## src/design/gfx_defs.svh

```systemverilog
/* width and size macros shared by the rasteriser sources
   include in any file that needs a coordinate width or the scene size */
`ifndef GFX_DEFS_SVH
`define GFX_DEFS_SVH

// signed screen coordinate bits
`define GFX_CORDW 16

// palette colour index bits
`define GFX_CIDXW 4

// shapes drawn for one castle scene
`define SCENE_SHAPES 16

`endif

```

## src/design/gfx_types_pkg.sv

```systemverilog
/* screen-space types for drawers, sequencer and top level
   import where points or output pixels are handled */
`include "gfx_defs.svh"

package gfx_types_pkg;

    typedef logic signed [`GFX_CORDW-1:0] coord_t;  // signed screen position
    typedef logic [`GFX_CIDXW-1:0] cidx_t;           // palette entry

    // drawer output, one position on screen
    typedef struct packed {
        coord_t x;
        coord_t y;
    } point_t;

    // top-level output record
    typedef struct packed {
        coord_t x;
        coord_t y;
        cidx_t  cidx;
    } pixel_t;

endpackage

```

## src/design/draw_cmd_pkg.sv

```systemverilog
/* drawing command types: shape kind and the record of one table entry
   used by the sequencer shape table */
package draw_cmd_pkg;

    import gfx_types_pkg::*;

    typedef enum logic {
        RECT,    // filled box, x0/y0 to x1/y1
        CIRCLE   // filled disc, centre x0/y0, radius r
    } shape_kind_e;

    // one shape of the scene, unscaled
    typedef struct packed {
        shape_kind_e kind;
        coord_t      x0;    // corner or centre
        coord_t      y0;
        coord_t      x1;    // far corner, rect only
        coord_t      y1;
        coord_t      r;     // radius, circle only
        cidx_t       cidx;
    } draw_cmd_t;

endpackage

```

## src/design/scene_sequencer.sv

```systemverilog
/* castle scene sequencer: steps through the shape table, starts one drawer
   per shape and merges its points with the shape colour into the pixel stream */
`timescale 1ns/1ps
`include "gfx_defs.svh"

module scene_sequencer #(
    parameter int SCALE = 1  // 1, 2 or 4
) (
    input  logic                  clk,
    input  logic                  rst,
    input  logic                  start,
    output logic                  rect_start,
    output gfx_types_pkg::point_t rect_p0,
    output gfx_types_pkg::point_t rect_p1,
    output logic                  circ_start,
    output gfx_types_pkg::point_t circ_c,
    output gfx_types_pkg::coord_t circ_r,
    input  gfx_types_pkg::point_t rect_pt,
    input  gfx_types_pkg::point_t circ_pt,
    input  logic                  rect_pt_valid,
    input  logic                  circ_pt_valid,
    output logic                  rect_pt_ready,
    output logic                  circ_pt_ready,
    input  logic                  rect_busy,
    input  logic                  circ_busy,
    input  logic                  rect_done,
    input  logic                  circ_done,
    output gfx_types_pkg::pixel_t pix,
    output logic                  pix_valid,
    input  logic                  pix_ready,
    output logic                  busy,
    output logic                  done
);
    import gfx_types_pkg::*;
    import draw_cmd_pkg::*;

    localparam int IDW = $clog2(`SCENE_SHAPES);

    typedef enum logic [1:0] {IDLE, LOAD, DRAW, FINISH} seq_state_e;

    seq_state_e     state;
    logic [IDW-1:0] shape_id;
    draw_cmd_t      cur_cmd;     // table entry for shape_id
    shape_kind_e    cur_kind;
    cidx_t          cur_cidx;    // colour of the shape being drawn
    point_t         geo_p0;      // scaled corner or centre
    point_t         geo_p1;
    coord_t         geo_r;
    logic           shape_done;

    function automatic draw_cmd_t rect_cmd(input int x0, input int y0, input int x1,
                                           input int y1, input int ci);
        return '{kind: RECT, x0: coord_t'(x0), y0: coord_t'(y0), x1: coord_t'(x1),
                 y1: coord_t'(y1), r: '0, cidx: cidx_t'(ci)};
    endfunction

    function automatic draw_cmd_t circ_cmd(input int x0, input int y0, input int rad,
                                           input int ci);
        return '{kind: CIRCLE, x0: coord_t'(x0), y0: coord_t'(y0), x1: '0, y1: '0,
                 r: coord_t'(rad), cidx: cidx_t'(ci)};
    endfunction

    // castle at 320x180, colours from a pico8 style palette
    function automatic draw_cmd_t scene_cmd(input logic [IDW-1:0] id);
        case (id)
            4'd0:    return rect_cmd( 60,  70, 190, 120, 5);  // main building
            4'd1:    return rect_cmd(110, 100, 140, 120, 4);  // drawbridge
            4'd2:    return circ_cmd(125, 100,  15, 4);       // drawbridge arch
            4'd3:    return rect_cmd( 40,  45,  60, 120, 5);  // left tower
            4'd4:    return rect_cmd(110,  40, 140,  70, 5);  // middle tower
            4'd5:    return rect_cmd(190,  45, 210, 120, 5);  // right tower
            4'd6:    return rect_cmd( 46,  50,  54,  65, 1);  // left window
            4'd7:    return rect_cmd(120,  45, 130,  65, 1);  // middle window
            4'd8:    return rect_cmd(196,  50, 204,  65, 1);  // right window
            4'd9:    return rect_cmd( 63,  62,  72,  70, 5);  // battlements
            4'd10:   return rect_cmd( 80,  62,  89,  70, 5);
            4'd11:   return rect_cmd( 97,  62, 106,  70, 5);
            4'd12:   return rect_cmd(144,  62, 153,  70, 5);
            4'd13:   return rect_cmd(161,  62, 170,  70, 5);
            4'd14:   return rect_cmd(178,  62, 187,  70, 5);
            default: return circ_cmd(275,  38,  20, 9);       // sun, orange
        endcase
    endfunction

    function automatic coord_t scale(input coord_t v);
        return coord_t'(v * SCALE);
    endfunction

    assign cur_cmd    = scene_cmd(shape_id);
    assign shape_done = (cur_kind == CIRCLE) ? circ_done : rect_done;
    assign busy       = (state != IDLE);
    assign done       = (state == FINISH);

    always_ff @(posedge clk) begin
        if (rst) begin
            state      <= IDLE;
            shape_id   <= '0;
            rect_start <= 1'b0;
            circ_start <= 1'b0;
        end else begin
            rect_start <= 1'b0;
            circ_start <= 1'b0;
            case (state)
                IDLE: begin
                    if (start) begin
                        shape_id <= '0;
                        state    <= LOAD;
                    end
                end
                LOAD: begin
                    rect_start <= (cur_cmd.kind == RECT);
                    circ_start <= (cur_cmd.kind == CIRCLE);
                    state      <= DRAW;
                end
                DRAW: begin
                    if (shape_done) begin
                        if (shape_id == IDW'(`SCENE_SHAPES - 1)) begin
                            state <= FINISH;
                        end else begin
                            shape_id <= shape_id + 1'b1;
                            state    <= LOAD;
                        end
                    end
                end
                default: state <= IDLE;  // FINISH
            endcase
        end
    end

    // scaled geometry and colour for the drawer about to start
    always_ff @(posedge clk) begin
        if (state == LOAD) begin
            geo_p0   <= '{x: scale(cur_cmd.x0), y: scale(cur_cmd.y0)};
            geo_p1   <= '{x: scale(cur_cmd.x1), y: scale(cur_cmd.y1)};
            geo_r    <= scale(cur_cmd.r);
            cur_kind <= cur_cmd.kind;
            cur_cidx <= cur_cmd.cidx;
        end
    end

    assign rect_p0 = geo_p0;
    assign rect_p1 = geo_p1;
    assign circ_c  = geo_p0;
    assign circ_r  = geo_r;

    // merge: the busy drawer owns the output stream
    always_comb begin
        if (circ_busy) begin
            pix       = '{x: circ_pt.x, y: circ_pt.y, cidx: cur_cidx};
            pix_valid = circ_pt_valid;
        end else begin
            pix       = '{x: rect_pt.x, y: rect_pt.y, cidx: cur_cidx};
            pix_valid = rect_busy && rect_pt_valid;
        end
    end

    assign circ_pt_ready = circ_busy && pix_ready;
    assign rect_pt_ready = rect_busy && pix_ready;

endmodule

```

## config.mk

```make
export PLATFORM = sky130hd
export DESIGN_NAME = scene_sequencer
export DESIGN_NICKNAME = d
export VERILOG_FILES = /design/src/design/gfx_types_pkg.sv /design/src/design/draw_cmd_pkg.sv /design/src/design/scene_sequencer.sv
export VERILOG_INCLUDE_DIRS = /design/src /design/src/design
export SDC_FILE = /design/constraint.sdc
export NUM_CORES = 1
export LEC_CHECK = 0
export ABC_AREA = 0
export BUFFER_PORTS_ARGS = -buffer_cell sky130_fd_sc_hd__buf_2
export CORE_MARGIN = 10
export CORE_UTILIZATION = 32
export CTS_CLUSTER_DIAMETER = 40
export DETAILED_ROUTE_END_ITERATION = 6
export SYNTH_ARGS = -nofsm -noshare
export SYNTH_HDL_FRONTEND = slang
export SYNTH_SLANG_ARGS = --single-unit
```

## constraint.sdc

```tcl
create_clock -name clk -period 4 [get_ports clk]
set_input_delay 0.4 -clock clk [delete_from_list [all_inputs] [get_ports clk]]
set_output_delay 0.4 -clock clk [all_outputs]
set_load 0.02 [all_outputs]
```

After elaboration in Yosys (flattened, before gate mapping)
Memory sizes are Yosys's and may differ from the RTL's. A register that Yosys moved wholly into a read port is not among the register bits.
Index checks and enable logic that the tools add are counted.
{"block": "classes", "n_addsub": 1, "n_bitwise": 2, "mux": 13, "eq_ne": 7, "reduce_logical": 9}
{"cell": "$mux W36", "n": 1}
{"cell": "$mux W4", "n": 5}
{"cell": "$pmux W4 S2", "n": 1}
{"cell": "$mux W2", "n": 3}
{"cell": "$ne A2 B2 Y1 const B", "n": 3}
{"cell": "$pmux W2 S3", "n": 1}
{"cell": "$add A4 B1 Y4 const B", "n": 1}
{"cell": "$eq A2 B2 Y1 const B", "n": 2}
{"cell": "$eq A4 B4 Y1 const B", "n": 1}
{"cell": "$reduce_and A4 Y1", "n": 1}
{"cell": "$reduce_bool A2 Y1", "n": 2}
{"cell": "$logic_and A1 B1 Y1", "n": 3}
{"cell": "$eq A2 B1 Y1 const B", "n": 1}
{"cell": "$logic_not A2 Y1", "n": 1}
{"cell": "$mux W1", "n": 2}
{"cell": "$not A1 Y1", "n": 2}
{"cell": "$reduce_and A2 Y1", "n": 1}
{"cell": "$reduce_or A2 Y1", "n": 1}
{"block": "totals", "out_inout_bits": 155, "n_memories": 1, "mem_bits_ro": 640, "elab_cells": 44, "reg_bits": 93}
{"memory": "(name not given)", "depth": 16, "word_bits": 40, "rd": 1, "rd_ports_with_merged_regs": 1, "wr": 0, "line_no": "scene_sequencer.sv:65", "rtl": "case (id)"}

Longest topological paths before layout
Gate-level depths: netlist of the first run.
{"block": "depth", "depth_word": 6, "mapped_depth": 11, "mapped_depth_nobuf": 10}

Least setup slack after synthesis of the first run
No wires, ideal clock.
{"block": "synth_timing", "kind": "flip-flop to flip-flop", "from": "register shape_id[0]", "to": "register cur_cmd[40] (netlist name)", "slack_ns": 0.777, "synth_period_minus_slack_ns": 3.223, "setup_time_ns": 0.086, "path_stages_with_launch": 12, "t_arrival_ns": 3.136, "path_cell_list": "dfxtp_1 > ha_1 > and2_1 > a221oi_4 > mux2_4 > nor2_1 > inv_1 > ha_1 > buf_1 > inv_1 > mux2_2 > a221oi_2"}
{"block": "synth_via", "elab_chain_cells": 6, "elab_cells_between_ends": 9, "classes_between": "1 x add/sub; 2 x eq/ne; 5 x mux; 1 x reduce/logical"}
{"element": "from (decl)", "line_no": "scene_sequencer.sv:42", "rtl": "logic [IDW-1:0] shape_id;"}
{"element": "from (signal assigned)", "line_no": "scene_sequencer.sv:120", "rtl": "shape_id <= shape_id + 1'b1;"}
{"element": "$add A4 B1 Y4", "line_no": "scene_sequencer.sv:120"}
{"element": "$mux W4", "line_no": "scene_sequencer.sv:117", "rtl": "if (shape_id == IDW'(`SCENE_SHAPES - 1)) begin"}
{"element": "$mux W4", "line_no": "scene_sequencer.sv:116", "rtl": "if (shape_done) begin"}
{"element": "$pmux W4 S2", "line_no": "scene_sequencer.sv:103", "rtl": "case (state)"}
{"element": "$mux W4 (no source line) * (2 in series)"}
Every way passes the cells marked *; elsewhere a longest branch is shown, timed or not. The select of a mux whose other input is x is not followed.
A chain may end at the register's enable or synchronous reset.

Final worst setup path of the first run
{"block": "layout_timing", "from": "register shape_id[0]", "to": "register cur_cmd[40] (netlist name)"}
{"block": "layout_via", "elab_chain_cells": 6, "elab_cells_between_ends": 9, "classes_between": "1 x add/sub; 2 x eq/ne; 5 x mux; 1 x reduce/logical"}
{"element": "$add A4 B1 Y4", "line_no": "scene_sequencer.sv:120"}
{"element": "$mux W4", "line_no": "scene_sequencer.sv:117"}
{"element": "$mux W4", "line_no": "scene_sequencer.sv:116"}
{"element": "$pmux W4 S2", "line_no": "scene_sequencer.sv:103"}
{"element": "$mux W4 (no source line) * (2 in series)"}
Marks and branches as above.

==> qor.txt, run 1 <==
Status: finished, final reports clean
Power share of the sequential group: 43.3%
Design area: 0.00473 mm^2
Vias in the first global route: 3104
Setup tns final: 0 ps
Antenna violations before repair: 2
Fmax: 0.313 GHz
Hold_buf cts: 0
All-layer global routing usage: 12.7%
Critical path required time: 4240 ps
# rows: 40
Layout cell share with drive strength beyond 1: 47.2%
Filler cell count in the final layout: 1198
Number of synthesized flops with an enable pin: 32
Top cell types by occurrence after synthesis: buf_4, dfxtp_1, mux2_2
CP max FO: 10
H-tree Lvls: 3
Worst vdd ir: 0.193 mV
Post-synthesis cell type count: 62
Largest net degree at the start of global routing: 36
Slew Viols, Final: 0
Final #Nets: 575
DPL Wire Length: 9.55 mm
Number of max-cap violations: 0
DRT Pass-1 Iters: 4
Syn_area_per_cell: 11.1 um^2
Die X: 131 um
Crit share post-route: 79.9%
Initial Util: 32.6%
Comb pwr share: 16.0%
Die ar.: 0.0171 mm^2
Sink Count: 72
#FFs+latches synth: 72
Drt drc: 0
Leakage power total: 2.09 nW
Clock period minus worst slack: 3200 ps
Deepest clock path buffer count: 2
Skew final: 9.17 ps
Net switching power: 479 uW
Hold Crit Class: reg2reg
First-pass GRT wire length: 16.6 mm
Clock-pin slew on the worst setup and hold paths: 60 ps
CP Launch Type: register
CTS tree: done
Syn Std Cell Area: 0.00392 mm^2
Routed WL per cell: 17.9 um
Syn-to-layout area delta: 20.7%
Vias: 2919
Post-DP Area: 0.00444 mm^2
Synth area leaders: edfxtp_1, dfxtp_1, buf_4, mux2_2, ha_1
Max_slew headroom: 48.7%
Gate Count Post-Synth: 352
Setup bufs post-CTS: 0
CTS Buf Count: 9
# setup viols final: 0
Ys Warns: 0
Register area share after synthesis: 45.0%
Main flop type after synthesis: dfxtp_1
RSZ-0062 raised after global routing: no
Resized Gates After CTS: 0
Vias per cell: 4.53
GPL Wtd Cong: 0.847
DR iter-0 viols: 148
Power density over the cells: 389 mW/mm^2
Post-route ant nets: 0
GRT overflow: 0
CP Capture Type: register
Count leader, synth: buf_4
Input/output buffers: 167
Synth async-reset ratio: 0%
Die height: 131 um
Worst Path Arrival: 3440 ps
WL final: 11.5 mm
Int Pwr: 1.36 mW
Clk root buf: clkbuf_16
Floorplan core area: 0.0120 mm^2
I/O Pins: 229
Switching Fraction: 26.0%
Share of the synthesized area in the top cell type: 24.5%
Clock network fraction of total power: 40.7%
Cell taking the most area after synthesis: edfxtp_1
Worst Tran Pin Value: 769 ps
Hold Fails Final Rpt: 0
Skew-Pair Late Insertion Delay: 330 ps
Critical setup path kind: reg2reg
## flip-flops by register name, summed over array words and instances, names as in the netlist
name and flops:
circ_start 1, cur_cidx 2, rect_start 1, state 2, shape_id 4, rect_p1 12
cur_cmd 32, circ_r 3, circ_c 15
## routing by layer
metal / routed length, um / vias to the layer above / track usage, % / part of all wire (%)
met3: 1300 / 10 / 6.16 / 11
met5: 0 / - / 0 / 0
li1: - / 1374 / - / -
met1: 4050 / 1362 / 12.2 / 35
met2: 6060 / 173 / 23.4 / 53
met4: 121 / 0 / 3.99 / 1.0
## metrics by stage
| stage | util [%] | cells | hold WS (ps) | power (mW) | setup slack [ps] |
|---|---|---|---|---|---|
| 2_1_floorplan | - | 412 | 386 | 1.06 | 777 |
| 3_3_place_gp | 37.0 | 627 | 392 | 1.10 | 946 |
| 4_1_cts | 39.3 | 643 | 402 | 1.86 | 807 |
| 3_5_place_dp | 37.0 | 627 | 389 | 1.10 | 810 |
| 5_1_grt | 39.4 | 645 | 410 | 1.92 | 578 |
| 6_report | 39.4 | 645 | 400 | 1.84 | 803 |
## cells in the final DEF (no fill, tap or decap), drive strengths merged, types with 2 or more instances in the layout
cell type,count
o21ai,8
clkinv,3
o211ai,3
nor3,3
a221oi,2
a21oi,9
diode,2
a21o,4
o22ai,3
a22oi,2
nor2,16
buf,170
and2,5
conb,61
nand2,8
inv,12
a32oi,3
dfxtp,40
o31ai,2
clkbuf,11
nand2b,5
nand3,6
mux2,36
o221ai,2
a211oi,5
edfxtp,32
ha,10
o2bb2ai,2
or4,3
mux2i,11
and3,3
## path summary, 6_finish.rpt
path                            to  cells past startpoint                startpoint  slack [ps]
max            cur_cmd[40]$_DFF_P_                     11  shape_id[0]$_SDFFE_PP0N_         800
min reg2reg  rect_p1[23]$_DFFE_PP_                      0       cur_cmd[43]$_DFF_P_         400
max reg2reg    cur_cmd[40]$_DFF_P_                     11  shape_id[0]$_SDFFE_PP0N_         800
min          rect_p1[23]$_DFFE_PP_                      0       cur_cmd[43]$_DFF_P_         400
## area by class of cell
class	count	area (um^2)	area share, %
Sequential cell	72	1760	37.3
Antenna cell	2	5.00	0.106
Inverter	12	50.0	1.06
Tap cell	147	184	3.89
Timing Repair Buffer	170	858	18.2
Clock inverter	5	48.8	1.03
Multi-Input combinational cell	226	1590	33.6
Clock buffer	11	233	4.92
## logic make-up (layout without fill, tap and decap cells)
group           Yosys count  in the layout  synth area share, %
compound gates           53             53                 10.6
fa+ha+maj                10             10                 3.19
buf+inv                 114            198                 20.3
other cells               1             63               0.0958
flops                    72             72                 45.0
simple gates             55             55                 7.54
mux                      47             47                 13.4
## worst max-delay path, stage by stage (launching register included)
cell and delay (ps):
dfxtp_1 340, ha_1 250, and2_1 220, a221oi_4 470
mux2_4 370, nor2_1 90, buf_4 160, inv_1 90
ha_1 470, inv_1 120, mux2_2 280, a221oi_2 260
## power groups by stage
stage               Sequential (mW)  Combinational, mW  Clock (mW)
global route                  0.797              0.318       0.806
CTS                           0.795              0.295       0.772
finish                        0.795              0.294       0.748
detailed placement            0.811              0.294           0
global placement              0.809              0.293           0
floorplan                     0.821              0.237           0
Power figures use the tool's default switching activity.
==> run 2: changes to the inputs <==
clock period = 3.1 ns   (was 4 ns; I/O delays follow)
==> run 2 against run 1 <==
  * Critical path depth down 1
  * Combinational power up 31%
  * Sequential power up 28%
  * Cell count up 0.78%
==> qor.txt, run 2 (same netlist as run 1, synthesis figures left out) <==
Status: finished, final reports clean
Hold Crit Class: in2reg
Routed WL per cell: 17.5 um
Vias: 2869
# setup viols final: 0
Critical setup path kind: reg2reg
# diodes: 0
Die height: 131 um
Most frequent cells in the layout: buf_2, conb_1, dfxtp_1, mux2_2, edfxtp_1
Floorplan core area: 0.0120 mm^2
Antenna violations before repair: 0
Max incr delay on CP: 410 ps
Clock-pin slew on the worst setup and hold paths: 60 ps
# rows: 40
Deepest clock path buffer count: 2
All-layer global routing usage: 12.5%
I/O Pins: 229
Worst Tran Pin Value: 700 ps
Power density over the cells: 504 mW/mm^2
RSZ-0062 raised after global routing: no
Commonest non-fill, non-tap cell in the layout: buf_2
Resized Gates After CTS: 0
Skew final: 4.86 ps
CP Launch Type: register
Max FFs per register: 32
CP max FO: 8
CP Capture Type: register
Leakage power total: 2.15 nW
Hold Fails Final Rpt: 0
Final std cells w/o fill: 650
GRT overflow: 0
Sink Count: 72
Post-DP Area: 0.00450 mm^2
Initial Util: 32.6%
Worst vdd ir: 0.251 mV
DR iter-0 viols: 109
Drt drc: 0
Crit share post-route: 89.7%
Post-route ant nets: 0
Worst Path Arrival: 3020 ps
Layout cell share with drive strength beyond 1: 49.1%
Final Util: 40.0%
Clock period minus worst slack: 2780 ps
Filler cell count in the final layout: 1177
Vias per cell: 4.41
Skew-Pair Late Insertion Delay: 330 ps
WL final: 11.4 mm
CTS Buf Count: 9
Clk root buf: clkbuf_16
Sequential Area: 0.00176 mm^2
DRT Pass-1 Iters: 4
Fmax: 0.360 GHz
H-tree Lvls: 3
Design area: 0.00480 mm^2
Crit path cell chain: ha_1 > and2_1 > a221oi_4 > mux2_4 > nor2_2 > inv_1 > ha_1 > inv_1 > mux2_2 > a221oi_2
Area of the multi-input gates: 0.00159 mm^2
Slew Viols, Final: 0
CTS tree: done
Critical path required time: 3340 ps
First-pass GRT wire length: 16.2 mm
Slowest-stage cell, CP: ha_1
Input/output buffers: 167
Hold_buf cts: 0
Die ar.: 0.0171 mm^2
Vias in the first global route: 3060
Die X: 131 um
DP Cell Count: 634
Setup tns final: 0 ps
Largest net degree at the start of global routing: 36
Number of max-cap violations: 0
GPL Wtd Cong: 0.851
Place WS: 343 ps
Max_slew headroom: 53.3%
Syn-to-layout area delta: 22.6%
DPL Wire Length: 9.54 mm
Setup bufs post-CTS: 0
Final #Nets: 582
Final setup margin: 319 ps
-- run 2: worst max-delay path, delay by kind of cell, from the launching register on --
kind,cells,cell delay (ps)
flip-flops,1,340
AO/OA/AOI/OAI,2,540
multiplexers,2,640
AND/OR/NAND/NOR,2,310
adder cells (fa/ha/maj),2,660
buffers and inverters,2,200
-- run 2: power breakdown --
| part | switching, mW | internal [mW] |
|---|---|---|
| registers | 0.0103 | 1.01 |
| clock network | 0.367 | 0.642 |
| logic | 0.256 | 0.128 |
| total | 0.633 | 1.79 |
-- run 2: cell type report --
cell class              instances  area share [%]
multi-input cells             226            33.2
clock inverters                 5            1.17
inverters                      12            1.04
well taps                     147            3.83
flip-flops and latches         72            36.7
clock buffers                  11            5.06
repair buffers                177            19.0
-- run 2: final timing paths --
kind	startpoint	endpoint	slack (ps)	depth (start not counted)
setup / recovery	shape_id[0]$_SDFFE_PP0N_	cur_cmd[40]$_DFF_P_	320	10
hold / removal	rst	cur_cmd[72]$_DFF_P_	370	3
setup reg to reg	shape_id[0]$_SDFFE_PP0N_	cur_cmd[40]$_DFF_P_	320	10
hold reg to reg	cur_cmd[37]$_DFF_P_	rect_p1[17]$_DFFE_PP_	400	0
-- run 2: routing by layer --
| layer | up-vias | wire length [um] | track usage, % |
|---|---|---|---|
| met5 | - | 0 | 0 |
| met4 | 0 | 87 | 4.32 |
| met3 | 12 | 1320 | 5.40 |
| met2 | 168 | 6100 | 23.8 |
| met1 | 1303 | 3890 | 11.6 |
| li1 | 1386 | - | - |
-- run 2: per-stage QoR --
stage | total power, mW | hold slack, ps
2_1_floorplan | 1.37 | 386
3_3_place_gp | 1.43 | 389
3_5_place_dp | 1.43 | 389
4_1_cts | 2.44 | 376
5_1_grt | 2.52 | 399
6_report | 2.42 | 371
