===== config.mk =====
export PLATFORM = sky130hd
export DESIGN_NAME = draw_rect_fill
export DESIGN_NICKNAME = d
export VERILOG_FILES = /design/src/design/gfx_types_pkg.sv /design/src/design/draw_rect_fill.sv
export VERILOG_INCLUDE_DIRS = /design/src /design/src/design
export SDC_FILE = /design/constraint.sdc
export NUM_CORES = 1
export LEC_CHECK = 0
export BUFFER_PORTS_ARGS = -buffer_cell sky130_fd_sc_hd__clkbuf_2
export CAP_MARGIN = 20
export CORE_UTILIZATION = 36
export DETAILED_ROUTE_END_ITERATION = 10
export SYNTH_ARGS = -nofsm -noshare
export SYNTH_HDL_FRONTEND = slang
export SYNTH_SLANG_ARGS = --single-unit
export TNS_END_PERCENT = 50

===== constraint.sdc =====
create_clock -name clk -period 3 [get_ports clk]
set_input_delay 0.3 -clock clk [delete_from_list [all_inputs] [get_ports clk]]
set_output_delay 0.3 -clock clk [all_outputs]
set_load 0.01 [all_outputs]

===== src/design/gfx_defs.svh =====
/* width and size macros shared by the rasteriser sources
   include in any file that needs a coordinate width or the scene size */
`ifndef GFX_DEFS_SVH
`define GFX_DEFS_SVH

// signed screen coordinate bits
`define GFX_CORDW 16

// palette colour index bits
`define GFX_CIDXW 4

// shapes drawn for one castle scene
`define SCENE_SHAPES 16

`endif


===== src/design/gfx_types_pkg.sv =====
/* screen-space types for drawers, sequencer and top level
   import where points or output pixels are handled */
`include "gfx_defs.svh"

package gfx_types_pkg;

    typedef logic signed [`GFX_CORDW-1:0] coord_t;  // signed screen position
    typedef logic [`GFX_CIDXW-1:0] cidx_t;           // palette entry

    // drawer output, one position on screen
    typedef struct packed {
        coord_t x;
        coord_t y;
    } point_t;

    // top-level output record
    typedef struct packed {
        coord_t x;
        coord_t y;
        cidx_t  cidx;
    } pixel_t;

endpackage


===== src/design/draw_rect_fill.sv =====
/* filled rectangle drawer, walks an inclusive box in raster order
   pulse start with p0 above-left of p1, then drain pt with pt_ready */
`timescale 1ns/1ps

module draw_rect_fill (
    input  logic                  clk,
    input  logic                  rst,
    input  logic                  start,
    input  gfx_types_pkg::point_t p0,
    input  gfx_types_pkg::point_t p1,
    output gfx_types_pkg::point_t pt,
    output logic                  pt_valid,
    input  logic                  pt_ready,
    output logic                  busy,
    output logic                  done
);
    import gfx_types_pkg::*;

    coord_t x_start;   // left edge, reloaded every row
    point_t corner;    // bottom-right corner
    logic   launch;
    logic   accept;
    logic   last_col;
    logic   last_pt;

    assign launch   = start && !busy;
    assign accept   = pt_valid && pt_ready;
    assign last_col = (pt.x == corner.x);
    assign last_pt  = last_col && (pt.y == corner.y);

    // every box position is drawn, so busy is the valid flag
    assign busy = pt_valid;

    always_ff @(posedge clk) begin
        if (rst) begin
            pt_valid <= 1'b0;
            done     <= 1'b0;
        end else begin
            done <= 1'b0;
            if (launch) begin
                pt_valid <= 1'b1;  // first point is p0
            end else if (accept && last_pt) begin
                pt_valid <= 1'b0;
                done     <= 1'b1;
            end
        end
    end

    // position walk, moves only on an accepted point
    always_ff @(posedge clk) begin
        if (launch) begin
            pt      <= p0;
            x_start <= p0.x;
            corner  <= p1;
        end else if (accept && !last_pt) begin
            if (last_col) begin
                pt.x <= x_start;              // wrap to next row
                pt.y <= pt.y + coord_t'(1);
            end else begin
                pt.x <= pt.x + coord_t'(1);
            end
        end
    end

endmodule


Word-level counts from Yosys, hierarchy flattened
Cells that the tools add are included.
Widths: inputs -> output; s select.
{"block": "totals", "input_bits": 68, "elab_cells": 30, "reg_bits": 82, "out_inout_bits": 35}
{"block": "op_classes", "mux": 7, "addsub": 2, "eq_ne": 2, "reduce_logical": 12}
{"op": "$mux 32", "count": 2}
{"op": "$add 16x2->16 const B", "count": 2}
{"op": "$eq 16x16->1", "count": 2}
{"op": "$mux 16", "count": 2}
{"op": "$reduce_bool 2->1", "count": 3}
{"op": "$logic_and 1x1->1", "count": 5}
{"op": "$mux 1", "count": 3}
{"op": "$logic_not 1->1", "count": 2}
{"op": "$reduce_and 2->1", "count": 1}
{"op": "$reduce_or 2->1", "count": 1}

Logic depth before layout (Yosys ltp)
Gate-level depths: netlist (run 1).
{"block": "logic_depth", "depth_word": 6, "ltp_mapped": 7, "mapped_depth_nobuf": 6}

Worst setup path before layout (run 1)
Ideal clock, no wire load.
{"block": "synth_path", "path_kind": "flip-flop to flip-flop", "startpoint": "register pt_valid, in the netlist busy", "endpoint": "register pt[0] (netlist name), enable pin", "path_buffers": 1, "stages_incl_launch_ff": 5, "synth_period_minus_slack_ps": 3092, "arrival_time_ps": 2724, "setup_slack_ps": -92, "required_time_ps": 2632, "setup_ps": 368, "cell_sequence": "dfxtp_1 nand2b_1 inv_2 clkbuf_1 a21o_1"}
{"block": "synth_via", "elab_chain_cells": 4, "elab_cells_between_ends": 7, "classes_between": "reduce/logical: 7"}
{"item": "start, declared", "line": "draw_rect_fill.sv:12", "rtl": "output logic pt_valid,"}
{"item": "start signal, assigned", "line": "draw_rect_fill.sv:36", "rtl": "pt_valid <= 1'b0;"}
{"item": "start signal, assigned", "line": "draw_rect_fill.sv:41", "rtl": "pt_valid <= 1'b1;"}
{"item": "start signal, assigned", "line": "draw_rect_fill.sv:43", "rtl": "pt_valid <= 1'b0;"}
{"item": "$logic_not 1->1 (*)", "line": "draw_rect_fill.sv:26", "rtl": "assign launch = start && !busy;"}
{"item": "$logic_and 1x1->1 (*)", "line": "draw_rect_fill.sv:26"}
{"item": "net launch", "line": "draw_rect_fill.sv:21", "rtl": "logic launch;"}
{"item": "$reduce_bool 2->1 (no line)"}
{"item": "$reduce_and 2->1 (no line) (*)"}
{"item": "end signal, assigned", "line": "draw_rect_fill.sv:52", "rtl": "pt <= p0;"}
{"item": "end, declared", "line": "draw_rect_fill.sv:11", "rtl": "output gfx_types_pkg::point_t pt,"}
Mark *: on every way through the listed nets, which the timed path passes. The rest lies on a longest branch.
A chain may end at the register's enable or synchronous reset.

Final worst setup path (run 1)
{"block": "layout_path", "startpoint": "register pt[16] (netlist name)", "endpoint": "register pt[5] (netlist name), enable pin"}
{"block": "layout_via", "elab_chain_cells": 6, "elab_cells_between_ends": 7, "classes_between": "eq/ne: 1; reduce/logical: 6"}
{"item": "$eq 16x16->1 (*)", "line": "draw_rect_fill.sv:28", "rtl": "assign last_col = (pt.x == corner.x);"}
{"item": "$logic_and 1x1->1", "line": "draw_rect_fill.sv:29", "rtl": "assign last_pt = last_col && (pt.y == corner.y);"}
{"item": "$logic_not 1->1", "line": "draw_rect_fill.sv:55", "rtl": "end else if (accept && !last_pt) begin"}
{"item": "$logic_and 1x1->1", "line": "draw_rect_fill.sv:55"}
{"item": "$reduce_bool 2->1 (no line)"}
{"item": "$reduce_and 2->1 (no line) (*)"}
Every way passes the cells marked *; elsewhere a longest branch is shown, timed or not.

==> metrics.md, run 1 <==
| Metric | Value |
|---|---|
| Status | `finished, final reports clean` |
| Core area | `10,420 um2` |
| Max Cap Viol | `0` |
| Distinct cell type count after synthesis | `30` |
| Die Y-Extent | `106.0 um` |
| Worst Hold Margin | `99.19 ps` |
| Synth Instances | `306` |
| Fin util | `45.31%` |
| Reg power frac | `56.2%` |
| GRT Util Overall | `16.62%` |
| Clock Path Buffers | `2` |
| Clock Pin Slew Worst Setup and Hold Paths | `90 ps` |
| Leak pwr | `1.918 nW` |
| Cts repair resizes | `0` |
| Detailed Place HPWL | `6180 um` |
| R2R setup slack | `620 ps` |
| Clock power frac | `30.8%` |
| Worst Hold Class | `in -> reg` |
| Logic pwr share | `13.0%` |
| Sw Pwr | `690.6 uW` |
| Initial cell density of the core | `37.41%` |
| Pre-antenna DRT Iters | `4` |
| Maximum fanout along the worst path | `16` |
| Post-CTS setup buffer count | `0` |
| GRT Residual Overflow | `0` |
| WP data required | `3010 ps` |
| CP Capture Type | `flop` |
| Number of global-route vias before repair | `2,754` |
| I/O pins | `103` |
| Critical path class | `reg -> reg` |
| Rel. slew slack | `56.19%` |
| Syn nets | `376` |
| Antenna cells | `0` |
| Cts bufs inserted | `9` |
| Yosys warns | `0` |
| GPL Wtd Cong | `0.8123` |
| Final Net Count | `481` |
| Delay-heaviest family, CP | `simple AND/OR/NAND/NOR gates` |
| Crit-path max cell delay | `550 ps` |
| Post-layout min period | `2377 ps` |
| Critical-path top delay cell | `a21o_1` |
| Mapped cell area | `3896 um2` |
| Worst-margin pin slew | `657.2 ps` |
| Switching part of the total | `26.74%` |
| Hold Vio Cnt, Final | `0` |
| F_max | `420.6 MHz` |
| Power Internal | `1.892 mW` |
| Core Rows | `37` |
| Synth Area per Inst | `12.73 um2` |
| Commonest non-fill, non-tap cells in the layout | `102 x clkbuf_2, 80 x edfxtp_1, 48 x xor2_1` |
| Max rail drop VDD | `0.3618 mV` |
| Seq/Total Area, Yosys | `62.68%` |
| Main synth FF type | `edfxtp_1` |
| H-Tree Depth | `3` |
| Yosys reg bits | `82` |
| CTS Root Buffer Type | `clkbuf_8` |
| Full die area | `11,240 um2` |
| Antenna violations before repair | `0` |
| Crit-path cells | `xor2_1 -> nor4_1 -> nand4_2 -> nor2_1 -> a21o_1` |
| ANT nets after route | `0` |
| Placed Area | `4534 um2` |
| Final Cycle Share | `79.24%` |
| EDFF count, synth | `80` |
| Max-slew violations | `0` |
| Clock Sinks | `82` |
| Clock latency on the worst-skew pair | `370 ps` |
| Via-per-instance ratio | `4.828` |
| CTS tree | `done` |
| Pin count of the biggest net entering global routing | `61` |
| Fin area | `4720 um2` |
| DIE WIDTH | `106.0 um` |
| Final Setup Violations | `0` |
| Detailed Route Iter0 Violations | `145` |
| Setup TNS | `0 ps` |
| Area Overhead vs Synth | `21.13%` |
| Residual DRC count | `0` |
| Layout cells sized above 1 | `30.53%` |
| Buf/Inv on CP | `0` |
| Worst setup SP type | `flop` |
| DRT Wirelength | `8587 um` |
| Hold-fix buffers at CTS | `0` |
| Worst Path Arrival | `2380 ps` |
| Unrepaired setup endpoints after global routing | `false` |
| Share of flip-flops with an asynchronous set or reset | `0%` |
| P per Cell Area | `547.2 nW/um2` |
| Most common cell after layout, fill and taps aside | `clkbuf_2` |
| Skew final | `13.83 ps` |
| Via count | `2,665` |
| Global-route wire length before repair | `14,030 um` |
| Drt wl/cell | `15.56 um` |
| Port bufs | `102` |
[synth_stat cells, drive strengths merged (8+ instances only)]
cell type | count | area share, %
xor2 | 48 | 11
nand4 | 9 | 1.6
nand2 | 44 | 4.2
xnor2 | 12 | 2.7
o21ai | 30 | 3.9
edfxtp | 80 | 62
nor4 | 13 | 2.6
mux2i | 15 | 3.9
nand3 | 9 | 1.2
nor2 | 12 | 1.2
nor3 | 8 | 1.2
[layout make-up]
class                   count  area, um2
clock inverters             6      57.56
multi-input cells         209       1369
well taps                 136      170.2
fillers                   976       5697
repair buffers            106      540.5
flip-flops and latches     82       2442
clock buffers              10      127.6
inverters                   3      12.51
[cells by family after synthesis]
| family | Yosys count | share of synthesized area, % |
|---|---|---|
| AND/OR/NAND/NOR | 99 | 12.59 |
| flip-flops | 82 | 62.68 |
| XOR/XNOR | 60 | 13.49 |
| AO/OA/AOI/OAI | 33 | 4.560 |
| buffers and inverters | 15 | 2.184 |
| multiplexers | 15 | 3.853 |
| adder cells (fa/ha/maj) | 2 | 0.6422 |
[power groups by stage]
stage,combinational [mW],sequential [mW],clock [mW]
6_report,0.336,1.45,0.794
5_1_grt,0.377,1.47,0.858
4_1_cts,0.343,1.45,0.816
3_5_place_dp,0.341,1.48,0
3_3_place_gp,0.337,1.48,0
2_1_floorplan,0.194,1.47,0
[flip-flops by register name, indices dropped and copies added, names as in the netlist]
name and count:
done 1, pt 32, busy 1, corner 32, x_start 16
[path summary, 6_finish.rpt]
kind	from	end	cells past startpoint
setup / recovery	pt[16]$_DFFE_PP_	pt[5]$_DFFE_PP_	5
hold / removal	p1[10]	corner[10]$_DFFE_PP_	1
setup reg to reg	pt[16]$_DFFE_PP_	pt[5]$_DFFE_PP_	5
hold reg to reg	busy$_SDFFE_PP0P_	busy$_SDFFE_PP0P_	2
[layer usage]
metal	vias up	track usage, %	part of all wire [%]
met3	11	7.112	8.0
li1	1316	-	-
met4	0	5.060	1.5
met5	-	0	0
met1	1237	21.38	45
met2	101	25.35	45
[metrics by stage]
step,setup WS (ps),instances,total power [mW]
2_1_floorplan,680.2,306,1.665
3_3_place_gp,608.7,536,1.813
3_5_place_dp,599.0,536,1.819
4_1_cts,574.6,552,2.613
5_1_grt,486.8,552,2.703
6_report,622.7,552,2.583
No activity file was read; power rests on OpenSTA's default activity.
==> run 2: changes to the inputs <==
clock period = 2.2 ns   (was 3 ns; I/O delays follow)
==> run 2 against run 1 <==
- via count up 4.1%
- register-to-register slack worse by 480 ps
- sequential share of layout area is 2.9 points lower
- critical path type unchanged
- critical endpoint is now pt[24]$_DFFE_PP_
- largest power group unchanged
==> metrics.md, run 2 (synthesized netlist as in run 1, its figures left out) <==
| Metric | Value |
|---|---|
| CTS tree | `done (unchanged)` |
| Commonest non-fill, non-tap cells in the layout | `102 x clkbuf_2, 80 x edfxtp_1, 48 x xor2_1 (unchanged)` |
| Fill cells | `959 (was 976)` |
| Max rail drop VDD | `0.2779 mV (was 0.3618 mV)` |
| Buf/Inv on CP | `1 (was 0)` |
| I/O pins | `103 (unchanged)` |
| Antenna violations before repair | `0 (unchanged)` |
| Number of global-route vias before repair | `2,909 (was 2,754)` |
| Critical path class | `reg -> reg (unchanged)` |
| Largest registers | `corner (32), pt (32), x_start (16) (unchanged)` |
| H-Tree Depth | `3 (unchanged)` |
| Filler-free cell count of the finished design | `582 (was 552)` |
| Max Cap Viol | `0 (unchanged)` |
| R2R setup slack | `140 ps (was 620 ps)` |
| Pin count of the biggest net entering global routing | `47 (was 61)` |
| Detailed Place HPWL | `6753 um (was 6180 um)` |
| Rel. slew slack | `61.28% (was 56.19%)` |
| Pre-antenna DRT Iters | `4 (unchanged)` |
| WP data required | `2290 ps (was 3010 ps)` |
| Final Setup Violations | `0 (unchanged)` |
| Clock latency on the worst-skew pair | `350 ps (was 370 ps)` |
| Crit-path max cell delay | `410 ps (was 550 ps)` |
| Initial cell density of the core | `37.41% (unchanged)` |
| Cts bufs inserted | `9 (unchanged)` |
| Die Y-Extent | `106.0 um (unchanged)` |
| Layout cells sized above 1 | `36.32% (was 30.53%)` |
| Unrepaired setup endpoints after global routing | `false (unchanged)` |
| GRT Util Overall | `16.74% (was 16.62%)` |
| Core area | `10,420 um2 (unchanged)` |
| ANT nets after route | `0 (unchanged)` |
| Hold-fix buffers at CTS | `0 (unchanged)` |
| Worst Hold Class | `in -> reg (unchanged)` |
| Area taken by multi-input logic gates | `1400 um2 (was 1369 um2)` |
| Drt wl/cell | `15.36 um (was 15.56 um)` |
| Status | `finished, final reports clean (unchanged)` |
| Final Net Count | `511 (was 481)` |
| Most common cell after layout, fill and taps aside | `clkbuf_2 (unchanged)` |
| Port bufs | `102 (unchanged)` |
| DRT Wirelength | `8939 um (was 8587 um)` |
| Via-per-instance ratio | `4.766 (was 4.828)` |
| Leak pwr | `2.060 nW (was 1.918 nW)` |
| GPL Wtd Cong | `0.8287 (was 0.8123)` |
| Skew final | `14.27 ps (was 13.83 ps)` |
| F_max | `486.3 MHz (was 420.6 MHz)` |
| Worst-margin pin slew | `578.6 ps (was 657.2 ps)` |
| Post-CTS setup buffer count | `0 (unchanged)` |
| Residual DRC count | `0 (unchanged)` |
| Crit-path cells | `xor2_1 -> nor4_2 -> nand4_2 -> buf_4 -> mux2i_1 -> o21ai_1 (was xor2_1 -> nor4_1 -> nand4_2 -> nor2_1 -> a21o_1)` |
| P per Cell Area | `722.6 nW/um2 (was 547.2 nW/um2)` |
| Final Cycle Share | `93.47% (was 79.24%)` |
| Antenna cells | `0 (unchanged)` |
| Full die area | `11,240 um2 (unchanged)` |
| Core Rows | `37 (unchanged)` |
| CTS Root Buffer Type | `clkbuf_8 (unchanged)` |
| Register area | `2442 um2 (unchanged)` |
| Clock Pin Slew Worst Setup and Hold Paths | `90 ps (about the same)` |
| Detailed Route Iter0 Violations | `134 (was 145)` |
| Clock Path Buffers | `2 (unchanged)` |
| Global-route wire length before repair | `14,300 um (was 14,030 um)` |
| Area Overhead vs Synth | `28.26% (was 21.13%)` |
| DIE WIDTH | `106.0 um (unchanged)` |
| Worst setup SP type | `flop (unchanged)` |
| Maximum fanout along the worst path | `17 (was 16)` |
| Total power | `3.611 mW (was 2.583 mW)` |
| Number of instances in the placed design | `566 (was 536)` |
| Clock Sinks | `82 (unchanged)` |
| Delay-heaviest family, CP | `simple AND/OR/NAND/NOR gates (unchanged)` |
| GRT Residual Overflow | `0 (unchanged)` |
| Post-layout min period | `2056 ps (was 2377 ps)` |
| Critical-path top delay cell | `edfxtp_1 (was a21o_1)` |
| CP Capture Type | `flop (unchanged)` |
| Setup TNS | `0 ps (unchanged)` |
| Worst Path Arrival | `2140 ps (was 2380 ps)` |
| Via count | `2,774 (was 2,665)` |
| Hold Vio Cnt, Final | `0 (unchanged)` |
| Max-slew violations | `0 (unchanged)` |
run 2: cell type report:
type,count,share of cell area (%)
tap,136,3.405
timing repair buffer,136,15.57
clock buffer,9,2.479
inverter,3,0.2504
clock inverter,7,1.402
sequential,82,48.87
multi-input combinational,209,28.02
run 2: layer usage:
| layer | share of wire [%] | wire length, um | track usage, % |
|---|---|---|---|
| met2 | 47 | 4213 | 27.64 |
| met4 | 0.85 | 76 | 4.762 |
| met3 | 7.4 | 661 | 4.660 |
| met5 | 0 | 0 | 0 |
| met1 | 45 | 3988 | 21.48 |
run 2: where the power goes:
part / total, mW / switching, mW / internal, mW
sequential: 1.92 / 0.0627 / 1.86
clock: 1.09 / 0.566 / 0.520
combinational: 0.604 / 0.335 / 0.269
run 2: worst paths after layout:
check,to,depth (start not counted),from
setup / recovery,pt[24]$_DFFE_PP_,6,pt[26]$_DFFE_PP_
hold / removal,corner[7]$_DFFE_PP_,1,p1[7]
setup reg to reg,pt[24]$_DFFE_PP_,6,pt[26]$_DFFE_PP_
hold reg to reg,busy$_SDFFE_PP0P_,2,busy$_SDFFE_PP0P_
run 2: timing repair:
| action | in CTS | in global routing |
|---|---|---|
| endpoints found under the hold margin | 0 | 0 |
| setup endpoints to repair | 0 | 33 |
| resized for setup | 0 | 4 |
run 2: per-stage QoR:
step	hold slack [ps]	util [%]	worst slack, ps	instance area [um2]
5_1_grt	15.11	47.98	12.43	4997
6_report	35.85	47.98	143.6	4997
4_1_cts	21.90	47.72	76.27	4971
2_1_floorplan	291.0	-	130.0	3905
3_3_place_gp	396.8	45.86	130.9	4777
3_5_place_dp	398.6	45.86	82.48	4777
run 2: worst register-to-register path: cells and delay by family, from the launching register on:
kind,cells,cell delay [ps]
AND/OR/NAND/NOR,2,610
buffers and inverters,1,300
AO/OA/AOI/OAI,1,90
flip-flops,1,410
XOR/XNOR,1,170
multiplexers,1,210
==> run 3: changes to the inputs <==
PLACE_DENSITY = 0.58   (was not set)
==> run 3 against run 2 <==
- final cell count up 0.17%
- routed wire length increased by 0.41%
- clock power hardly changed
- total power is 0.66% lower
- first-iteration DRC count rose by 8.2%
- clock skew decreased by 5.2 ps
- global-route usage rose by 0.20 points
- die area did not move
- critical endpoint is now pt[6]$_DFFE_PP_
- largest power group unchanged
==> metrics.md, run 3 (synthesized netlist as in run 1, its figures left out) <==
| Metric | Value |
|---|---|
| Full die area | `11,240 um2 (unchanged)` |
| Clock Pin Slew Worst Setup and Hold Paths | `80 ps (was 90 ps)` |
| Pin count of the biggest net entering global routing | `35 (was 47)` |
| Number of global-route vias before repair | `2,826 (was 2,909)` |
| WP data required | `2220 ps (was 2290 ps)` |
| H-Tree Depth | `3 (unchanged)` |
| Area Overhead vs Synth | `28.77% (was 28.26%)` |
| Maximum fanout along the worst path | `16 (was 17)` |
| Max rail drop VDD | `0.6956 mV (was 0.2779 mV)` |
| Rel. slew slack | `59.84% (was 61.28%)` |
| Via count | `2,799 (was 2,774)` |
| CTS tree | `done (unchanged)` |
| Setup TNS | `0 ps (unchanged)` |
| Core Rows | `37 (unchanged)` |
| Worst setup SP type | `flop (unchanged)` |
| Final Cycle Share | `93.11% (was 93.47%)` |
| Critical path class | `reg -> reg (unchanged)` |
| Residual DRC count | `0 (unchanged)` |
| Max-slew violations | `0 (unchanged)` |
| Final worst slack | `151.6 ps (was 143.6 ps)` |
| Crit-path max cell delay | `460 ps (was 410 ps)` |
| Detailed Place HPWL | `6730 um (was 6753 um)` |
| DIE WIDTH | `106.0 um (unchanged)` |
| Drt wl/cell | `15.40 um (was 15.36 um)` |
| Cts bufs inserted | `9 (unchanged)` |
| Antenna cells | `0 (unchanged)` |
| Worst Hold Class | `in -> reg (unchanged)` |
| Skew final | `9.055 ps (was 14.27 ps)` |
| Crit-path cells | `xor2_1 -> nor4_1 -> nand4_2 -> nor2_1 -> a21o_2 (was xor2_1 -> nor4_2 -> nand4_2 -> buf_4 -> mux2i_1 -> o21ai_1)` |
| Number of instances in the placed design | `564 (was 566)` |
| Detailed Route Iter0 Violations | `145 (was 134)` |
| Worst-margin pin slew | `600.1 ps (was 578.6 ps)` |
| Register area | `2442 um2 (unchanged)` |
| Fin util | `48.17% (was 47.98%)` |
| Port bufs | `102 (unchanged)` |
| Commonest non-fill, non-tap cells in the layout | `102 x clkbuf_2, 80 x edfxtp_1, 48 x xor2_1 (unchanged)` |
| Status | `finished, final reports clean (unchanged)` |
| Pre-antenna DRT Iters | `4 (unchanged)` |
| GRT Util Overall | `16.94% (was 16.74%)` |
| Max Cap Viol | `0 (unchanged)` |
| Buf/Inv on CP | `0 (was 1)` |
| Leak pwr | `2.074 nW (was 2.060 nW)` |
| Fill cells | `968 (was 959)` |
| Post-layout min period | `2048 ps (was 2056 ps)` |
| I/O pins | `103 (unchanged)` |
| Clock Sinks | `82 (unchanged)` |
| Clock Path Buffers | `2 (unchanged)` |
| F_max | `488.2 MHz (was 486.3 MHz)` |
| Placed Area | `4787 um2 (was 4777 um2)` |
| Clock latency on the worst-skew pair | `370 ps (was 350 ps)` |
| Fin area | `5017 um2 (was 4997 um2)` |
| Core area | `10,420 um2 (unchanged)` |
| Delay-heaviest family, CP | `simple AND/OR/NAND/NOR gates (unchanged)` |
| Final Net Count | `513 (was 511)` |
| Unrepaired setup endpoints after global routing | `false (unchanged)` |
| ANT nets after route | `0 (unchanged)` |
| Final Setup Violations | `0 (unchanged)` |
| P per Cell Area | `714.9 nW/um2 (was 722.6 nW/um2)` |
| Filler-free cell count of the finished design | `583 (was 582)` |
| Die Y-Extent | `106.0 um (unchanged)` |
| CTS Root Buffer Type | `clkbuf_8 (unchanged)` |
| Hold Vio Cnt, Final | `0 (unchanged)` |
| DRT Wirelength | `8976 um (was 8939 um)` |
| Initial cell density of the core | `37.41% (unchanged)` |
| GRT Residual Overflow | `0 (unchanged)` |
| Antenna violations before repair | `0 (unchanged)` |
| Dpl ws | `28.03 ps (was 82.48 ps)` |
| Area taken by multi-input logic gates | `1381 um2 (was 1400 um2)` |
| Global-route wire length before repair | `14,120 um (was 14,300 um)` |
| GPL Wtd Cong | `0.7871 (was 0.8287)` |
| Via-per-instance ratio | `4.801 (was 4.766)` |
| Critical-path top delay cell | `edfxtp_1 (unchanged)` |
| Worst Path Arrival | `2070 ps (was 2140 ps)` |
| Largest registers | `corner (32), pt (32), x_start (16) (unchanged)` |
| Most common cell after layout, fill and taps aside | `clkbuf_2 (unchanged)` |
| Layout cells sized above 1 | `35.12% (was 36.32%)` |
| CP Capture Type | `flop (unchanged)` |
## run 3: cell types whose count changed in the layout (fill, tap and decap cells not counted), moves of 2 or more
cell and delta:
nor4_2 -2, buf_12 +2, dlygate4sd3_1 +4, buf_4 -4
nor4_1 +2
## run 3: final timing paths
path	startpoint	end	slack, ps	cells after the start
max	pt[31]$_DFFE_PP_	pt[6]$_DFFE_PP_	150	5
max reg2reg	pt[31]$_DFFE_PP_	pt[6]$_DFFE_PP_	150	5
min reg2reg	busy$_SDFFE_PP0P_	busy$_SDFFE_PP0P_	530	2
min	p1[12]	corner[12]$_DFFE_PP_	30	1
## run 3: metal layers
metal,wire [um],up-vias,global-route usage (%),part of all wire (%)
met2,4144,111,26.80,46
met5,0,-,0,0
met4,131,0,6.944,1.5
met3,741,12,5.702,8.3
met1,3959,1295,21.25,44
li1,-,1381,-,-
## run 3: where the power goes
group	leakage [nW]	switching (mW)	internal, mW
Combinational	1.20	0.320	0.274
Sequential	0.784	0.0753	1.86
Clock	0.0885	0.549	0.510
Total	2.07	0.945	2.64
## run 3: final cells by class
| type | count | share of cell area [%] |
|---|---|---|
| multi-input combinational | 209 | 27.53 |
| tap | 136 | 3.392 |
| timing repair buffer | 138 | 16.51 |
| clock inverter | 6 | 1.172 |
| sequential | 82 | 48.68 |
| clock buffer | 9 | 2.469 |
| inverter | 3 | 0.2494 |
## run 3: timing repair
item,4_1_cts,5_1_grt
hold buffers,4,0
resized for setup,0,1
endpoints found under the setup margin,0,16
hold endpoints to repair,4,0
buffers inserted,0,0
## run 3: per-stage QoR
stage / hold slack, ps / total power, mW
final: 25.11 / 3.587
after global routing: 3.333 / 3.754
after CTS: 0.6996 / 3.633
after detailed placement: 398.6 / 2.563
after global placement: 397.2 / 2.555
after floorplan: 291.0 / 2.271
